`src/smartnic_pkg.sv`:
```
package smartnic_pkg;

    // ======================================================================
    // Port sizing
    // ======================================================================
    localparam int NUM_CMAC = 2;

    // One MAC-side and one host-side port per CMAC
    localparam int NUM_PORTS = 2 * NUM_CMAC;

    // Bytes per stream beat
    localparam int DATA_BYTE_WID = 8;

    // ======================================================================
    // Stream types
    // ======================================================================
    // Also the tdest encoding and the index order of every port array
    typedef enum logic [1:0] {
        PORT_CMAC0 = 2'd0,
        PORT_CMAC1 = 2'd1,
        PORT_HOST0 = 2'd2,
        PORT_HOST1 = 2'd3
    } port_t;

    // One stream beat without its tvalid and tready
    typedef struct packed {
        logic [DATA_BYTE_WID*8-1:0] tdata;
        logic [DATA_BYTE_WID-1:0]   tkeep;
        logic                       tlast;
        port_t                      tdest;
        logic                       tuser_err;
    } axis_beat_t;

endpackage : smartnic_pkg

```
`src/smartnic_reg_pkg.sv`:
```
package smartnic_reg_pkg;

    // ======================================================================
    // Register map
    // ======================================================================
    // Packet counters sit 4 bytes apart, in egress port order
    typedef enum logic [7:0] {
        REG_PORT_ENABLE   = 8'h00,
        REG_PKT_CNT_CMAC0 = 8'h10,
        REG_PKT_CNT_CMAC1 = 8'h14,
        REG_PKT_CNT_HOST0 = 8'h18,
        REG_PKT_CNT_HOST1 = 8'h1C,
        REG_DROP_CNT      = 8'h20
    } reg_addr_e;

    // ======================================================================
    // Reset values
    // ======================================================================
    // Every ingress port starts enabled
    localparam logic [smartnic_pkg::NUM_PORTS-1:0] PORT_ENABLE_RESET = '1;

endpackage : smartnic_reg_pkg

```
`src/smartnic_ingress_filter.sv`:
```
`timescale 1ns/1ns

module smartnic_ingress_filter (
    input  logic                     clk,
    input  logic                     rst_n,
    input  logic                     port_enable,
    input  smartnic_pkg::axis_beat_t s_beat,
    input  logic                     s_tvalid,
    output logic                     s_tready,
    output smartnic_pkg::axis_beat_t m_beat,
    output logic                     m_tvalid,
    input  logic                     m_tready,
    output logic                     drop_pkt
);

    typedef enum logic [1:0] {
        FILT_IDLE,
        FILT_PASS,
        FILT_DROP
    } filt_state_e;

    filt_state_e state;
    filt_state_e state_nxt;
    logic        pass_now;
    logic        xfer;

    // Between packets the enable bit decides, inside one the state does
    always_comb begin
        case (state)
            FILT_PASS: pass_now = 1'b1;
            FILT_DROP: pass_now = 1'b0;
            default:   pass_now = port_enable;
        endcase
    end

    // Straight pass-through when passing
    assign m_beat   = s_beat;
    assign m_tvalid = s_tvalid && pass_now;

    // Dropped beats are swallowed at one per cycle
    assign s_tready = pass_now ? m_tready : 1'b1;

    assign xfer     = s_tvalid && s_tready;
    assign drop_pkt = xfer && !pass_now && s_beat.tlast;

    // A single-beat packet never leaves idle
    always_comb begin
        state_nxt = state;
        if (xfer) begin
            if (s_beat.tlast) begin
                state_nxt = FILT_IDLE;
            end else if (state == FILT_IDLE) begin
                state_nxt = pass_now ? FILT_PASS : FILT_DROP;
            end
        end
    end

    always_ff @(posedge clk) begin
        if (!rst_n) begin
            state <= FILT_IDLE;
        end else begin
            state <= state_nxt;
        end
    end

endmodule : smartnic_ingress_filter

```
`src/smartnic_egress_arb.sv`:
```
`timescale 1ns/1ns

module smartnic_egress_arb (
    input  logic                                 clk,
    input  logic                                 rst_n,
    input  logic [smartnic_pkg::NUM_PORTS-1:0]   req,
    input  smartnic_pkg::axis_beat_t             in_beat [smartnic_pkg::NUM_PORTS],
    output logic [smartnic_pkg::NUM_PORTS-1:0]   grant,
    output smartnic_pkg::axis_beat_t             m_beat,
    output logic                                 m_tvalid,
    input  logic                                 m_tready,
    output logic                                 pkt_done
);
    import smartnic_pkg::*;

    localparam int IDX_WID = $clog2(NUM_PORTS);

    typedef enum logic {
        ARB_IDLE,
        ARB_LOCKED
    } arb_state_e;

    arb_state_e         state;
    logic [IDX_WID-1:0] rr_ptr;
    logic [IDX_WID-1:0] lock_idx;
    logic [IDX_WID-1:0] rr_idx;
    logic [IDX_WID-1:0] cand;
    logic [IDX_WID-1:0] sel_idx;
    logic               rr_found;
    logic               xfer;

    // ======================================================================
    // Round-robin search, starting at the pointer
    // ======================================================================
    always_comb begin
        rr_found = 1'b0;
        rr_idx   = rr_ptr;
        cand     = rr_ptr;
        for (int k = 0; k < NUM_PORTS; k++) begin
            cand = rr_ptr + IDX_WID'(k);
            if (!rr_found && req[cand]) begin
                rr_found = 1'b1;
                rr_idx   = cand;
            end
        end
    end

    // Locked grant ignores every other request
    assign sel_idx = (state == ARB_LOCKED) ? lock_idx : rr_idx;

    always_comb begin
        for (int i = 0; i < NUM_PORTS; i++) begin
            grant[i] = (state == ARB_LOCKED || rr_found) && (sel_idx == IDX_WID'(i));
        end
    end

    // When idle with no request, req[rr_ptr] is low so tvalid stays low
    assign m_beat   = in_beat[sel_idx];
    assign m_tvalid = req[sel_idx];
    assign xfer     = m_tvalid && m_tready;
    assign pkt_done = xfer && m_beat.tlast;

    // ======================================================================
    // Lock on the first beat, release and rotate on tlast
    // ======================================================================
    always_ff @(posedge clk) begin
        if (!rst_n) begin
            state    <= ARB_IDLE;
            rr_ptr   <= '0;
            lock_idx <= '0;
        end else if (xfer) begin
            if (m_beat.tlast) begin
                state  <= ARB_IDLE;
                rr_ptr <= sel_idx + 1'b1;
            end else begin
                state    <= ARB_LOCKED;
                lock_idx <= sel_idx;
            end
        end
    end

endmodule : smartnic_egress_arb

```
`src/smartnic_switch.sv`:
```
`timescale 1ns/1ns

module smartnic_switch (
    input  logic                               clk,
    input  logic                               rst_n,
    input  smartnic_pkg::axis_beat_t           in_beat [smartnic_pkg::NUM_PORTS],
    input  logic [smartnic_pkg::NUM_PORTS-1:0] in_tvalid,
    output logic [smartnic_pkg::NUM_PORTS-1:0] in_tready,
    output smartnic_pkg::axis_beat_t           out_beat [smartnic_pkg::NUM_PORTS],
    output logic [smartnic_pkg::NUM_PORTS-1:0] out_tvalid,
    input  logic [smartnic_pkg::NUM_PORTS-1:0] out_tready,
    output logic [smartnic_pkg::NUM_PORTS-1:0] egress_pkt_done
);
    import smartnic_pkg::*;

    // Indexed [egress][ingress]
    logic [NUM_PORTS-1:0] req   [NUM_PORTS];
    logic [NUM_PORTS-1:0] grant [NUM_PORTS];

    // Each valid beat requests exactly one egress by its tdest
    always_comb begin
        for (int e = 0; e < NUM_PORTS; e++) begin
            for (int i = 0; i < NUM_PORTS; i++) begin
                req[e][i] = in_tvalid[i] && (in_beat[i].tdest == port_t'(e));
            end
        end
    end

    // Ready back from whichever egress grants the ingress
    always_comb begin
        for (int i = 0; i < NUM_PORTS; i++) begin
            in_tready[i] = 1'b0;
            for (int e = 0; e < NUM_PORTS; e++) begin
                in_tready[i] = in_tready[i] | (grant[e][i] & out_tready[e]);
            end
        end
    end

    // ======================================================================
    // One arbiter per egress
    // ======================================================================
    for (genvar g = 0; g < NUM_PORTS; g++) begin : g_egress
        smartnic_egress_arb i_egress_arb (
            .clk      (clk),
            .rst_n    (rst_n),
            .req      (req[g]),
            .in_beat  (in_beat),
            .grant    (grant[g]),
            .m_beat   (out_beat[g]),
            .m_tvalid (out_tvalid[g]),
            .m_tready (out_tready[g]),
            .pkt_done (egress_pkt_done[g])
        );
    end : g_egress

endmodule : smartnic_switch

```
`src/smartnic_reg_blk.sv`:
```
`timescale 1ns/1ns

module smartnic_reg_blk #(
    parameter int CNT_WID = 32
) (
    input  logic                               clk,
    input  logic                               rst_n,
    input  logic                               reg_wr,
    input  logic                               reg_rd,
    input  logic [7:0]                         reg_addr,
    input  logic [31:0]                        reg_wdata,
    output logic [31:0]                        reg_rdata,
    output logic [smartnic_pkg::NUM_PORTS-1:0] port_enable,
    input  logic [smartnic_pkg::NUM_PORTS-1:0] egress_pkt_done,
    input  logic [smartnic_pkg::NUM_PORTS-1:0] drop_pkt
);
    import smartnic_pkg::*;
    import smartnic_reg_pkg::*;

    // Counter addresses in egress port order
    localparam reg_addr_e PKT_CNT_ADDR [NUM_PORTS] = '{
        REG_PKT_CNT_CMAC0,
        REG_PKT_CNT_CMAC1,
        REG_PKT_CNT_HOST0,
        REG_PKT_CNT_HOST1
    };

    reg_addr_e                      addr;
    logic [CNT_WID-1:0]             pkt_cnt [NUM_PORTS];
    logic [CNT_WID-1:0]             drop_cnt;
    logic [$clog2(NUM_PORTS+1)-1:0] drop_sum;

    assign addr = reg_addr_e'(reg_addr);

    // Several ports may finish a drop in the same cycle
    always_comb begin
        drop_sum = '0;
        for (int i = 0; i < NUM_PORTS; i++) begin
            drop_sum = drop_sum + drop_pkt[i];
        end
    end

    // ======================================================================
    // Enable register and counters
    // ======================================================================
    always_ff @(posedge clk) begin
        if (!rst_n) begin
            port_enable <= PORT_ENABLE_RESET;
            drop_cnt    <= '0;
            for (int e = 0; e < NUM_PORTS; e++) begin
                pkt_cnt[e] <= '0;
            end
        end else begin
            if (reg_wr && addr == REG_PORT_ENABLE) begin
                port_enable <= reg_wdata[NUM_PORTS-1:0];
            end
            // Write clear beats the increment
            for (int e = 0; e < NUM_PORTS; e++) begin
                if (reg_wr && addr == PKT_CNT_ADDR[e]) begin
                    pkt_cnt[e] <= '0;
                end else if (egress_pkt_done[e]) begin
                    pkt_cnt[e] <= pkt_cnt[e] + 1'b1;
                end
            end
            if (reg_wr && addr == REG_DROP_CNT) begin
                drop_cnt <= '0;
            end else begin
                drop_cnt <= drop_cnt + CNT_WID'(drop_sum);
            end
        end
    end

    // Read data holds until the next read strobe
    always_ff @(posedge clk) begin
        if (!rst_n) begin
            reg_rdata <= '0;
        end else if (reg_rd) begin
            case (addr)
                REG_PORT_ENABLE:   reg_rdata <= 32'(port_enable);
                REG_PKT_CNT_CMAC0: reg_rdata <= 32'(pkt_cnt[PORT_CMAC0]);
                REG_PKT_CNT_CMAC1: reg_rdata <= 32'(pkt_cnt[PORT_CMAC1]);
                REG_PKT_CNT_HOST0: reg_rdata <= 32'(pkt_cnt[PORT_HOST0]);
                REG_PKT_CNT_HOST1: reg_rdata <= 32'(pkt_cnt[PORT_HOST1]);
                REG_DROP_CNT:      reg_rdata <= 32'(drop_cnt);
                default:           reg_rdata <= '0;
            endcase
        end
    end

endmodule : smartnic_reg_blk

```
`src/smartnic_322mhz.sv`:
```
`timescale 1ns/1ns

module smartnic_322mhz #(
    parameter int CNT_WID = 32
) (
    input  logic                              clk,
    input  logic                              rst_n,
    input  smartnic_pkg::axis_beat_t          cmac_rx_beat [smartnic_pkg::NUM_CMAC],
    input  logic [smartnic_pkg::NUM_CMAC-1:0] cmac_rx_tvalid,
    output logic [smartnic_pkg::NUM_CMAC-1:0] cmac_rx_tready,
    input  smartnic_pkg::axis_beat_t          adpt_tx_beat [smartnic_pkg::NUM_CMAC],
    input  logic [smartnic_pkg::NUM_CMAC-1:0] adpt_tx_tvalid,
    output logic [smartnic_pkg::NUM_CMAC-1:0] adpt_tx_tready,
    output smartnic_pkg::axis_beat_t          cmac_tx_beat [smartnic_pkg::NUM_CMAC],
    output logic [smartnic_pkg::NUM_CMAC-1:0] cmac_tx_tvalid,
    input  logic [smartnic_pkg::NUM_CMAC-1:0] cmac_tx_tready,
    output smartnic_pkg::axis_beat_t          adpt_rx_beat [smartnic_pkg::NUM_CMAC],
    output logic [smartnic_pkg::NUM_CMAC-1:0] adpt_rx_tvalid,
    input  logic [smartnic_pkg::NUM_CMAC-1:0] adpt_rx_tready,
    input  logic                              reg_wr,
    input  logic                              reg_rd,
    input  logic [7:0]                        reg_addr,
    input  logic [31:0]                       reg_wdata,
    output logic [31:0]                       reg_rdata
);
    import smartnic_pkg::*;

    axis_beat_t           ing_beat  [NUM_PORTS];
    logic [NUM_PORTS-1:0] ing_tvalid;
    logic [NUM_PORTS-1:0] ing_tready;
    axis_beat_t           filt_beat [NUM_PORTS];
    logic [NUM_PORTS-1:0] filt_tvalid;
    logic [NUM_PORTS-1:0] filt_tready;
    axis_beat_t           egr_beat  [NUM_PORTS];
    logic [NUM_PORTS-1:0] egr_tvalid;
    logic [NUM_PORTS-1:0] egr_tready;
    logic [NUM_PORTS-1:0] port_enable;
    logic [NUM_PORTS-1:0] egress_pkt_done;
    logic [NUM_PORTS-1:0] drop_pkt;

    // ======================================================================
    // MAC ports first, host ports after them, as in port_t
    // ======================================================================
    for (genvar g = 0; g < NUM_CMAC; g++) begin : g_port_map
        assign ing_beat[g]            = cmac_rx_beat[g];
        assign ing_beat[g+NUM_CMAC]   = adpt_tx_beat[g];
        assign ing_tvalid[g]          = cmac_rx_tvalid[g];
        assign ing_tvalid[g+NUM_CMAC] = adpt_tx_tvalid[g];
        assign cmac_rx_tready[g]      = ing_tready[g];
        assign adpt_tx_tready[g]      = ing_tready[g+NUM_CMAC];

        assign cmac_tx_beat[g]        = egr_beat[g];
        assign adpt_rx_beat[g]        = egr_beat[g+NUM_CMAC];
        assign cmac_tx_tvalid[g]      = egr_tvalid[g];
        assign adpt_rx_tvalid[g]      = egr_tvalid[g+NUM_CMAC];
        assign egr_tready[g]          = cmac_tx_tready[g];
        assign egr_tready[g+NUM_CMAC] = adpt_rx_tready[g];
    end : g_port_map

    // Enable gate per ingress
    for (genvar g = 0; g < NUM_PORTS; g++) begin : g_ingress
        smartnic_ingress_filter i_ingress_filter (
            .clk         (clk),
            .rst_n       (rst_n),
            .port_enable (port_enable[g]),
            .s_beat      (ing_beat[g]),
            .s_tvalid    (ing_tvalid[g]),
            .s_tready    (ing_tready[g]),
            .m_beat      (filt_beat[g]),
            .m_tvalid    (filt_tvalid[g]),
            .m_tready    (filt_tready[g]),
            .drop_pkt    (drop_pkt[g])
        );
    end : g_ingress

    smartnic_switch i_switch (
        .clk             (clk),
        .rst_n           (rst_n),
        .in_beat         (filt_beat),
        .in_tvalid       (filt_tvalid),
        .in_tready       (filt_tready),
        .out_beat        (egr_beat),
        .out_tvalid      (egr_tvalid),
        .out_tready      (egr_tready),
        .egress_pkt_done (egress_pkt_done)
    );

    smartnic_reg_blk #(
        .CNT_WID (CNT_WID)
    ) i_reg_blk (
        .clk             (clk),
        .rst_n           (rst_n),
        .reg_wr          (reg_wr),
        .reg_rd          (reg_rd),
        .reg_addr        (reg_addr),
        .reg_wdata       (reg_wdata),
        .reg_rdata       (reg_rdata),
        .port_enable     (port_enable),
        .egress_pkt_done (egress_pkt_done),
        .drop_pkt        (drop_pkt)
    );

endmodule : smartnic_322mhz

```
`config.mk`:
```
export PLATFORM = sky130hd
export DESIGN_NAME = smartnic_322mhz
export DESIGN_NICKNAME = d
export VERILOG_FILES = /design/src/smartnic_pkg.sv /design/src/smartnic_reg_pkg.sv /design/src/smartnic_ingress_filter.sv /design/src/smartnic_egress_arb.sv /design/src/smartnic_switch.sv /design/src/smartnic_reg_blk.sv /design/src/smartnic_322mhz.sv
export SDC_FILE = /design/constraint.sdc
export NUM_CORES = 1
export LEC_CHECK = 0
export BUFFER_PORTS_ARGS = -buffer_cell sky130_fd_sc_hd__clkbuf_2
export CAP_MARGIN = 25
export CELL_PAD_IN_SITES_DETAIL_PLACEMENT = 0
export CELL_PAD_IN_SITES_GLOBAL_PLACEMENT = 1
export CORE_AREA = 2 2 269 271
export CTS_BUF_LIST = sky130_fd_sc_hd__clkbuf_16
export CTS_CLUSTER_DIAMETER = 30
export DETAILED_ROUTE_END_ITERATION = 8
export DIE_AREA = 0 0 271 273
export PLACE_DENSITY = 0.74
export SYNTH_ARGS = -nofsm -noshare
export SYNTH_HDL_FRONTEND = slang
export SYNTH_SLANG_ARGS = --single-unit
```
`constraint.sdc`:
```
create_clock -name clk -period 4.07 [get_ports clk]
set_input_delay 0.6105 -clock clk [delete_from_list [all_inputs] [get_ports clk]]
set_output_delay 0.6105 -clock clk [all_outputs]
set_load 0.02 [all_outputs]
```
==> impl_results.rst, run 1 <==
.. list-table::
   :header-rows: 1

   * - Metric
     - Value
   * - Run status
     - complete, but fails checks
   * - Violations in the final reports
     - setup timing
   * - Capture endpoint of the worst hold path
     - i_reg_blk.port_enable[2]
   * - First-pass GRT wire length
     - 176.3 mm
   * - Setup Total Neg Slack
     - -38600 ps
   * - Final layout net count
     - 3878
   * - Pin count of the biggest net entering global routing
     - 82
   * - Final-layout worst hold slack
     - 249.4 ps
   * - Worst-case clock buffer depth
     - 3
   * - Delay of the slowest cell on the worst path
     - between 500 and 600 ps
   * - DIE AREA
     - 73980 µm²
   * - Top routing layer in use
     - met5
   * - Clock tree from TritonCTS
     - built
   * - Power density over the cells
     - 474.6 nW/µm²
   * - Vertical extent of the die
     - approximately 270 µm
   * - Setup Crit Path Kind
     - reg2out
   * - Placement-stage cell area
     - 27930 µm²
   * - Area overhead of the layout relative to synthesis
     - 68.32%
   * - Leakage power
     - roughly 15 nW
   * - Fraction of synthesis flops using an asynchronous set or reset pin
     - 0%
   * - Number of buffers inserted for hold repair after clock tree synthesis
     - 0
   * - DRT Pass-1 Iters
     - 5
   * - Number of maximum-capacitance constraint violations
     - 0
   * - Effective utilization at floorplan
     - 30.81%
   * - Vias in the first global route
     - around 24k
   * - Cell count after synthesis
     - between 2k and 3k
   * - Final Max Slew Viols
     - 0
   * - Routed met2 length
     - 58.76 mm
   * - Max Freq
     - about 230 MHz
   * - EDFF count, synth
     - roughly 130
   * - Sequential-to-total area share from yosys stat
     - between 20% and 30%
   * - End-of-flow core utilization
     - 51.86%
   * - Primary flip-flop cell chosen by synthesis mapping
     - sky130_fd_sc_hd__edfxtp_1
   * - Netlist Area Pre-Place
     - 21870 µm²
   * - Reg2Reg Launch Point
     - g_ingress[1].i_ingress_filter.state[0]
   * - Routability congestion estimate from global placement
     - 0.9994
   * - Number of buffers created by CTS
     - 57
   * - Final setup vio count
     - 280
   * - Worst setup skew after layout
     - 38.10 ps
   * - Flop2flop setup slack
     - 190 ps
   * - Number of antenna violations at the first check in global routing
     - 28
   * - Type of destination of the critical path
     - primary output
   * - Wire length after detailed routing
     - 132.6 mm
   * - Depth of the worst hold-timing path
     - 3
   * - Hold Path Origin
     - reg_wdata[2]
   * - Worst r2r dst
     - i_reg_blk.drop_cnt[26]
   * - Critical path depth in cells
     - 12
   * - Routed via count
     - ~27k
   * - Depth of the worst register-to-register path
     - 17
   * - Final setup slack of the worst path
     - -287.7 ps
   * - Syn avg cell area
     - 8.426 µm²
   * - X dimension of the die
     - roughly 270 µm
   * - Vias per std cell
     - between 5 and 6
   * - Hold Crit Class
     - in2reg
   * - Crit start category
     - flip-flop
   * - Netlist cell types
     - 87
   * - Share of power burned in combinational logic
     - 59.6%
   * - Port Buffer Count
     - 671
   * - Area of the core
     - 71000 µm²
   * - CP cell instances
     - inv_2 > ha_4 > mux2i_4 > buf_6 > or4b_4 > a2bb2oi_4 > a2bb2oi_4 > a31oi_4 > buf_12 > buf_12 > mux4_2 > buf_6
   * - Slew headroom
     - 32.17%
   * - Top-area cell type share of the netlist area
     - 17.57%
   * - Dominant cells by area after synthesis
     - sky130_fd_sc_hd__edfxtp_1, sky130_fd_sc_hd__mux4_2, sky130_fd_sc_hd__nand2_1
   * - Period utilisation layout
     - 107.1%
   * - Synth Register Bits
     - 224
   * - Synthesized net count
     - 2971
   * - Routed len/inst
     - 29.38 µm
   * - Gr usage total
     - between 30% and 40%
   * - Largest delay contributor family on the critical path
     - multiplexers
   * - Root Buffer
     - sky130_fd_sc_hd__clkbuf_16
   * - Cell taking the most area after synthesis
     - sky130_fd_sc_hd__edfxtp_1
   * - Most frequent cells in the layout
     - sky130_fd_sc_hd__nand2_1, sky130_fd_sc_hd__clkbuf_2, sky130_fd_sc_hd__buf_4, sky130_fd_sc_hd__nor2_1, sky130_fd_sc_hd__mux4_2
   * - Cell internal power dissipation
     - 10.31 mW
   * - Share of total power in the clock network
     - 24.4%
   * - Total gr overflow
     - 0
   * - DRC violation count after routing
     - 0
   * - IR Drop Worst-Case VDD
     - 0.0003492 V
   * - Required time reported for the critical path endpoint
     - ~3500 ps
   * - Portion of total power attributed to sequential cells
     - 16.0%
   * - DRT iter0 DRCs
     - 3075
   * - Clock latency at the later pin of the worst-skew pair
     - 580 ps
   * - Worst-path fanout max
     - 8
   * - DP HPWL
     - 92.25 mm
   * - Hold Fails Final Rpt
     - 0
   * - Most frequent standard cell in the layout excluding fill and tap cells
     - sky130_fd_sc_hd__nand2_1
   * - Clock Sinks
     - approximately 220
   * - Least-Margin Pin Slew
     - 1016 ps
   * - Number of nets still failing antenna checks after routing
     - 0
   * - Share of post-route cells with drive strength above 1
     - 49.76%
   * - Io pins
     - 700
   * - Number of placement rows
     - between 90 and 100
   * - Finished Cell Area
     - 36820 µm²
   * - Maximum level of the CTS H-tree
     - 2
   * - Switching share of total power
     - 41.01%
   * - Routed wire length on met3
     - 15.25 mm
   * - P_sw
     - 7.165 mW
   * - Unrepaired setup endpoints after global routing
     - true
   * - Wl on met1
     - 49.30 mm
   * - Clock-pin slew reported for the worst setup and hold paths after clock tree synthesis
     - 40 ps
   * - Arrival time worst endpoint
     - 3750 ps
   * - Final critical-path required period
     - 4358 ps
   * - Count of warnings emitted by yosys
     - 0
   * - Library cell contributing the largest single delay on the critical path
     - sky130_fd_sc_hd__mux4_2
   * - Number of buffers and inverters on the critical path
     - 5
-- repair_timing --
action | in CTS | in global routing
setup endpoints to repair | 309 | 313
buffers inserted | 75 | 69
gates resized for setup | 425 | 927
cloned | 42 | 23
pin swaps | 78 | 189
-- cells by family (layout without fill, tap and decap cells) --
kind of cell / count (synthesis) / in the layout / share of synthesized area (%)
compound gates: 463 / 464 / 14.78
xor+xnor: 151 / 151 / 6.046
fa+ha+maj: 19 / 19 / 1.155
buf+inv: 280 / 1234 / 5.268
flops: 224 / 224 / 26.36
mux: 221 / 221 / 19.69
other cells: 0 / 13 / 0
simple gates: 1238 / 1238 / 26.71
-- power groups by stage --
| stage | clock network (mW) | logic [mW] | registers, mW |
|---|---|---|---|
| 3_5_place_dp | 0 | 6.98 | 2.82 |
| 6_report | 4.26 | 10.4 | 2.80 |
| 3_3_place_gp | 0 | 6.98 | 2.82 |
| 4_1_cts | 4.31 | 8.59 | 2.79 |
| 2_1_floorplan | 0 | 3.91 | 2.74 |
| 5_1_grt | 4.44 | 10.7 | 2.83 |
-- sequential cells by signal (all words and copies together) (netlist names) --
register                                 count
i_reg_blk.pkt_cnt                          128
i_reg_blk.drop_cnt                          32
i_reg_blk.reg_rdata                         32
g_ingress.i_ingress_filter.state             8
i_switch.g_egress.i_egress_arb.lock_idx      8
i_switch.g_egress.i_egress_arb.rr_ptr        8
i_reg_blk.port_enable                        4
i_switch.g_egress.i_egress_arb.state         4
-- how the worst max path moves through the flow --
stage,from,to,slack (ps)
after floorplan,g_ingress[3].i_ingress_filter.state[0],i_reg_blk.pkt_cnt[1][0],5
after global placement,g_ingress[1].i_ingress_filter.state[0],i_reg_blk.drop_cnt[30],30
after detailed placement,g_ingress[0].i_ingress_filter.state[1],i_reg_blk.drop_cnt[28],-10
after CTS,g_ingress[3].i_ingress_filter.state[0],cmac_tx_beat[6],-300
after global routing,g_ingress[3].i_ingress_filter.state[0],cmac_tx_beat[30],-360
final,g_ingress[3].i_ingress_filter.state[1],cmac_tx_beat[26],-290
-- Yosys cell counts (all sizes together), types with 29 or more instances --
cell type	number
a221oi	29
dfxtp	96
nand4	33
inv	61
mux2	35
a31oi	156
o22ai	30
nor2	233
edfxtp	128
xor2	105
and3	116
nand3	80
nand2	574
clkbuf	165
a22oi	34
o21ai	31
a211oi	79
buf	54
mux4	162
and2	116
xnor2	46
a21oi	31
-- tightest hold or removal path, stage by stage --
cell and delay [ps]:
sky130_fd_sc_hd__clkbuf_2 70, sky130_fd_sc_hd__mux2i_1 50, sky130_fd_sc_hd__nand2_1 60
-- through the flow --
step | total power, mW | cells | worst slack, ps
6_report | 17.47 | 4514 | -287.7
5_1_grt | 17.95 | 4511 | -357.6
4_1_cts | 15.70 | 4437 | -300.0
3_5_place_dp | 9.804 | 4216 | -10.79
3_3_place_gp | 9.796 | 4216 | 31.31
2_1_floorplan | 6.649 | 2596 | 4.675
-- cell type report --
cell class / instances / area (µm²)
timing repair buffer: 1066 / 10360
antenna: 13 / 32.53
fill: 6440 / 34180
sequential: 224 / 5776
inverter: 61 / 229.0
clock buffer: 58 / 1451
tap: 950 / 1189
multi-input combinational: 2093 / 17380
clock inverter: 49 / 397.9
-- per-layer routing --
metal	global-route usage [%]	up-vias
met3	12.16	455
met2	49.89	1762
met4	17.72	20
met5	0.8986	-
met1	39.34	13030
li1	-	11430
Note: power is estimated with default switching activity, not from simulation.
==> run 2: changes to the inputs <==
--- a/config.mk
+++ b/config.mk
@@ -9,12 +9,13 @@
 export CAP_MARGIN = 25
 export CELL_PAD_IN_SITES_DETAIL_PLACEMENT = 0
 export CELL_PAD_IN_SITES_GLOBAL_PLACEMENT = 1
-export CORE_AREA = 2 2 269 271
+export CORE_ASPECT_RATIO = 0.7
+export CORE_MARGIN = 10
+export CORE_UTILIZATION = 38
 export CTS_BUF_LIST = sky130_fd_sc_hd__clkbuf_16
 export CTS_CLUSTER_DIAMETER = 30
 export DETAILED_ROUTE_END_ITERATION = 8
-export DIE_AREA = 0 0 271 273
-export PLACE_DENSITY = 0.74
+export PLACE_DENSITY = 0.82
 export SYNTH_ARGS = -nofsm -noshare
 export SYNTH_HDL_FRONTEND = slang
 export SYNTH_SLANG_ARGS = --single-unit
==> constraint.sdc (replaced) <==
create_clock -name clk -period 5 [get_ports clk]
set_input_delay 0.75 -clock clk [delete_from_list [all_inputs] [get_ports clk]]
set_output_delay 0.75 -clock clk [all_outputs]
set_load 0.02 [all_outputs]
==> run 2 against run 1 <==
  * The flow now finishes without violations
  * Clock power is 35% lower
  * Critical path type unchanged
  * Via count down 6.4%
  * Cell count fell by 11%
  * Worst hold slack better by 210 ps
  * Critical endpoint is now adpt_rx_beat[29]
  * Combinational power down 47%
  * First-iteration DRC count increased by 5.3%
==> impl_results.rst, run 2 (synthesized netlist as in run 1, its figures left out) <==
.. list-table::
   :header-rows: 1

   * - Metric
     - Value
   * - Post-layout instance count excluding filler cells
     - 3997 (was 4514)
   * - Most frequent standard cell in the layout excluding fill and tap cells
     - sky130_fd_sc_hd__clkbuf_2 (was sky130_fd_sc_hd__nand2_1)
   * - Setup Total Neg Slack
     - 0 ps (was -38600 ps)
   * - Root Buffer
     - sky130_fd_sc_hd__clkbuf_16 (unchanged)
   * - Clock latency at the later pin of the worst-skew pair
     - 540 ps (was 580 ps)
   * - X dimension of the die
     - 306.8 µm (was 271 µm)
   * - Delay of the slowest cell on the worst path
     - 790 ps (was 580 ps)
   * - Clock Sinks
     - 224 (unchanged)
   * - Maximum level of the CTS H-tree
     - 2 (unchanged)
   * - Arrival time worst endpoint
     - 4130 ps (was 3750 ps)
   * - Worst-case clock buffer depth
     - 3 (unchanged)
   * - Number of placement rows
     - 73 (was 98)
   * - Clock-pin slew reported for the worst setup and hold paths after clock tree synthesis
     - 50 ps (was 40 ps)
   * - Register name with the most flops
     - i_reg_blk.pkt_cnt (unchanged)
   * - Effective utilization at floorplan
     - 38.44% (was 30.81%)
   * - Clock tree from TritonCTS
     - built (unchanged)
   * - Most frequent cells in the layout
     - sky130_fd_sc_hd__clkbuf_2, sky130_fd_sc_hd__nand2_1, sky130_fd_sc_hd__nor2_1, sky130_fd_sc_hd__mux4_2, sky130_fd_sc_hd__a31oi_1 (was sky130_fd_sc_hd__nand2_1, sky130_fd_sc_hd__clkbuf_2, sky130_fd_sc_hd__buf_4, sky130_fd_sc_hd__nor2_1, sky130_fd_sc_hd__mux4_2)
   * - Routed via count
     - 24.98k (was 26.70k)
   * - Share of post-route cells with drive strength above 1
     - 33.86% (was 49.76%)
   * - Io pins
     - 700 (unchanged)
   * - Number of buffers created by CTS
     - 39 (was 57)
   * - Unrepaired setup endpoints after global routing
     - false (was true)
   * - DP HPWL
     - 96.22 mm (was 92.25 mm)
   * - Period utilisation layout
     - 97.52%
   * - Library cell contributing the largest single delay on the critical path
     - sky130_fd_sc_hd__o31ai_4 (was sky130_fd_sc_hd__mux4_2)
   * - Area overhead of the layout relative to synthesis
     - 27.75% (was 68.32%)
   * - Type of destination of the critical path
     - primary output (unchanged)
   * - Number of maximum-capacitance constraint violations
     - 0 (unchanged)
   * - Final layout net count
     - 3567 (was 3878)
   * - Number of flip-flops under the largest register name
     - 128 (unchanged)
   * - Slew headroom
     - 36.60% (was 32.17%)
   * - DRC violation count after routing
     - 0 (unchanged)
   * - Area of the core
     - 56900 µm² (was 71000 µm²)
   * - Required time reported for the critical path endpoint
     - 4250 ps (was 3460 ps)
   * - Worst setup skew after layout
     - 25.28 ps (was 38.10 ps)
   * - Final setup vio count
     - 0 (was 280)
   * - DRT Pass-1 Iters
     - 7 (was 5)
   * - Number of antenna violations at the first check in global routing
     - 43 (was 28)
   * - Cell mode on critical path
     - sky130_fd_sc_hd__buf_4
   * - IR Drop Worst-Case VDD
     - 0.0002102 V (was 0.0003492 V)
   * - Biggest registers after layout
     - i_reg_blk.pkt_cnt (128), i_reg_blk.drop_cnt (32), i_reg_blk.reg_rdata (32) (unchanged)
   * - Number of buffers inserted for hold repair after clock tree synthesis
     - 0 (unchanged)
   * - Crit start category
     - flip-flop (unchanged)
   * - Gr usage total
     - 33.42% (was 32.51%)
   * - Max Freq
     - 205.1 MHz
   * - Hold Fails Final Rpt
     - 0 (unchanged)
   * - First-pass GRT wire length
     - 168.7 mm (was 176.3 mm)
   * - Leakage power
     - 11.53 nW (was 14.91 nW)
   * - Setup Crit Path Kind
     - reg2out (unchanged)
   * - Routability congestion estimate from global placement
     - 1.030 (was 0.9994)
   * - Final-layout worst hold slack
     - 460.4 ps (was 249.4 ps)
   * - Power density over the cells
     - 378.8 nW/µm² (was 474.6 nW/µm²)
   * - Wire length after detailed routing
     - 120.2 mm (was 132.6 mm)
   * - Run status
     - finished, final reports clean (was complete, but fails checks)
   * - Vias per std cell
     - 6.251 (was 5.915)
   * - CP cell instances
     - inv_1 > ha_1 > mux2i_1 > buf_4 > or3b_1 > o311a_1 > o31ai_4 > buf_12 > buf_4 > a31oi_1 > clkbuf_2 (was inv_2 > ha_4 > mux2i_4 > buf_6 > or4b_4 > a2bb2oi_4 > a2bb2oi_4 > a31oi_4 > buf_12 > buf_12 > mux4_2 > buf_6)
   * - Port Buffer Count
     - 671 (unchanged)
   * - Least-Margin Pin Slew
     - 951.0 ps (was 1016 ps)
   * - DIE AREA
     - 67710 µm² (was 73980 µm²)
   * - Final Max Slew Viols
     - 0 (unchanged)
   * - Total gr overflow
     - 0 (unchanged)
   * - Hold Crit Class
     - reg2reg (was in2reg)
   * - Finished Cell Area
     - 27940 µm² (was 36820 µm²)
   * - Pin count of the biggest net entering global routing
     - 83 (was 82)
   * - Final critical-path required period
     - 4876 ps
   * - DRT iter0 DRCs
     - 3238 (was 3075)
   * - Vertical extent of the die
     - 220.7 µm (was 273 µm)
   * - Cell count after placement
     - 3899 (was 4216)
   * - Number of nets still failing antenna checks after routing
     - 0 (unchanged)
   * - Vias in the first global route
     - 23.36k (was 24.44k)
   * - Worst-path fanout max
     - 58 (was 8)
   * - Placement-stage cell area
     - 26480 µm² (was 27930 µm²)
   * - Routed len/inst
     - 30.07 µm (was 29.38 µm)
run 2: metal layers:
metal / vias to the layer above / track usage [%] / share of wire (%)
met4: 34 / 10.59 / 3.3
met3: 242 / 13.49 / 13
li1: 10770 / - / -
met2: 1607 / 51.25 / 45
met1: 12340 / 42.66 / 38
met5: - / 0 / 0.19
run 2: area by class of cell:
type | instances | area, µm²
clock inverters | 31 | 347.8
fillers | 5506 | 28960
flip-flops and latches | 224 | 5766
inverters | 61 | 229.0
repair buffers | 773 | 4519
clock buffers | 40 | 1001
well taps | 750 | 938.4
diodes | 25 | 62.56
multi-input cells | 2093 | 15080
run 2: report_power, final:
group	switching, mW	internal [mW]
Combinational	3.62	1.92
Sequential	0.179	2.10
Clock	0.985	1.78
Total	4.79	5.80
run 2: path summary, 6_finish.rpt:
path / start / endpoint / slack, ps / depth (start not counted)
max: g_ingress[3].i_ingress_filter.state[0] / adpt_rx_beat[29] / 120 / 11
min: g_ingress[3].i_ingress_filter.state[1] / g_ingress[3].i_ingress_filter.state[1] / 460 / 2
min reg2reg: g_ingress[3].i_ingress_filter.state[1] / g_ingress[3].i_ingress_filter.state[1] / 460 / 2
max reg2reg: g_ingress[0].i_ingress_filter.state[0] / i_reg_blk.drop_cnt[28] / 600 / 18
run 2: what timing repair did:
| item | 4_1_cts | 5_1_grt |
|---|---|---|
| setup endpoints to repair | 21 | 119 |
| pin swaps | 0 | 2 |
| gates resized for setup | 2 | 6 |
| gates cloned | 0 | 1 |
| hold endpoints to repair | 0 | 0 |
| buffers inserted | 0 | 1 |
run 2: metrics by stage:
stage                     setup WS (ps)  power [mW]  utilization [%]
after floorplan                   638.0       5.413                -
after global placement            462.5       7.690            46.54
after detailed placement          450.5       7.728            46.54
after CTS                         95.63       10.52            48.92
after global routing              1.182       10.98            49.07
final                             123.9       10.58            49.11
run 2: worst max-delay path, delay by kind of cell, from the launching register on:
kind	cells	cell delay, ps
muxes	1	130
buffers and inverters	5	1090
adders and majority gates	1	300
AOI/OAI and AO/OA	3	1150
and+or+nand+nor	1	530
DFF	1	360
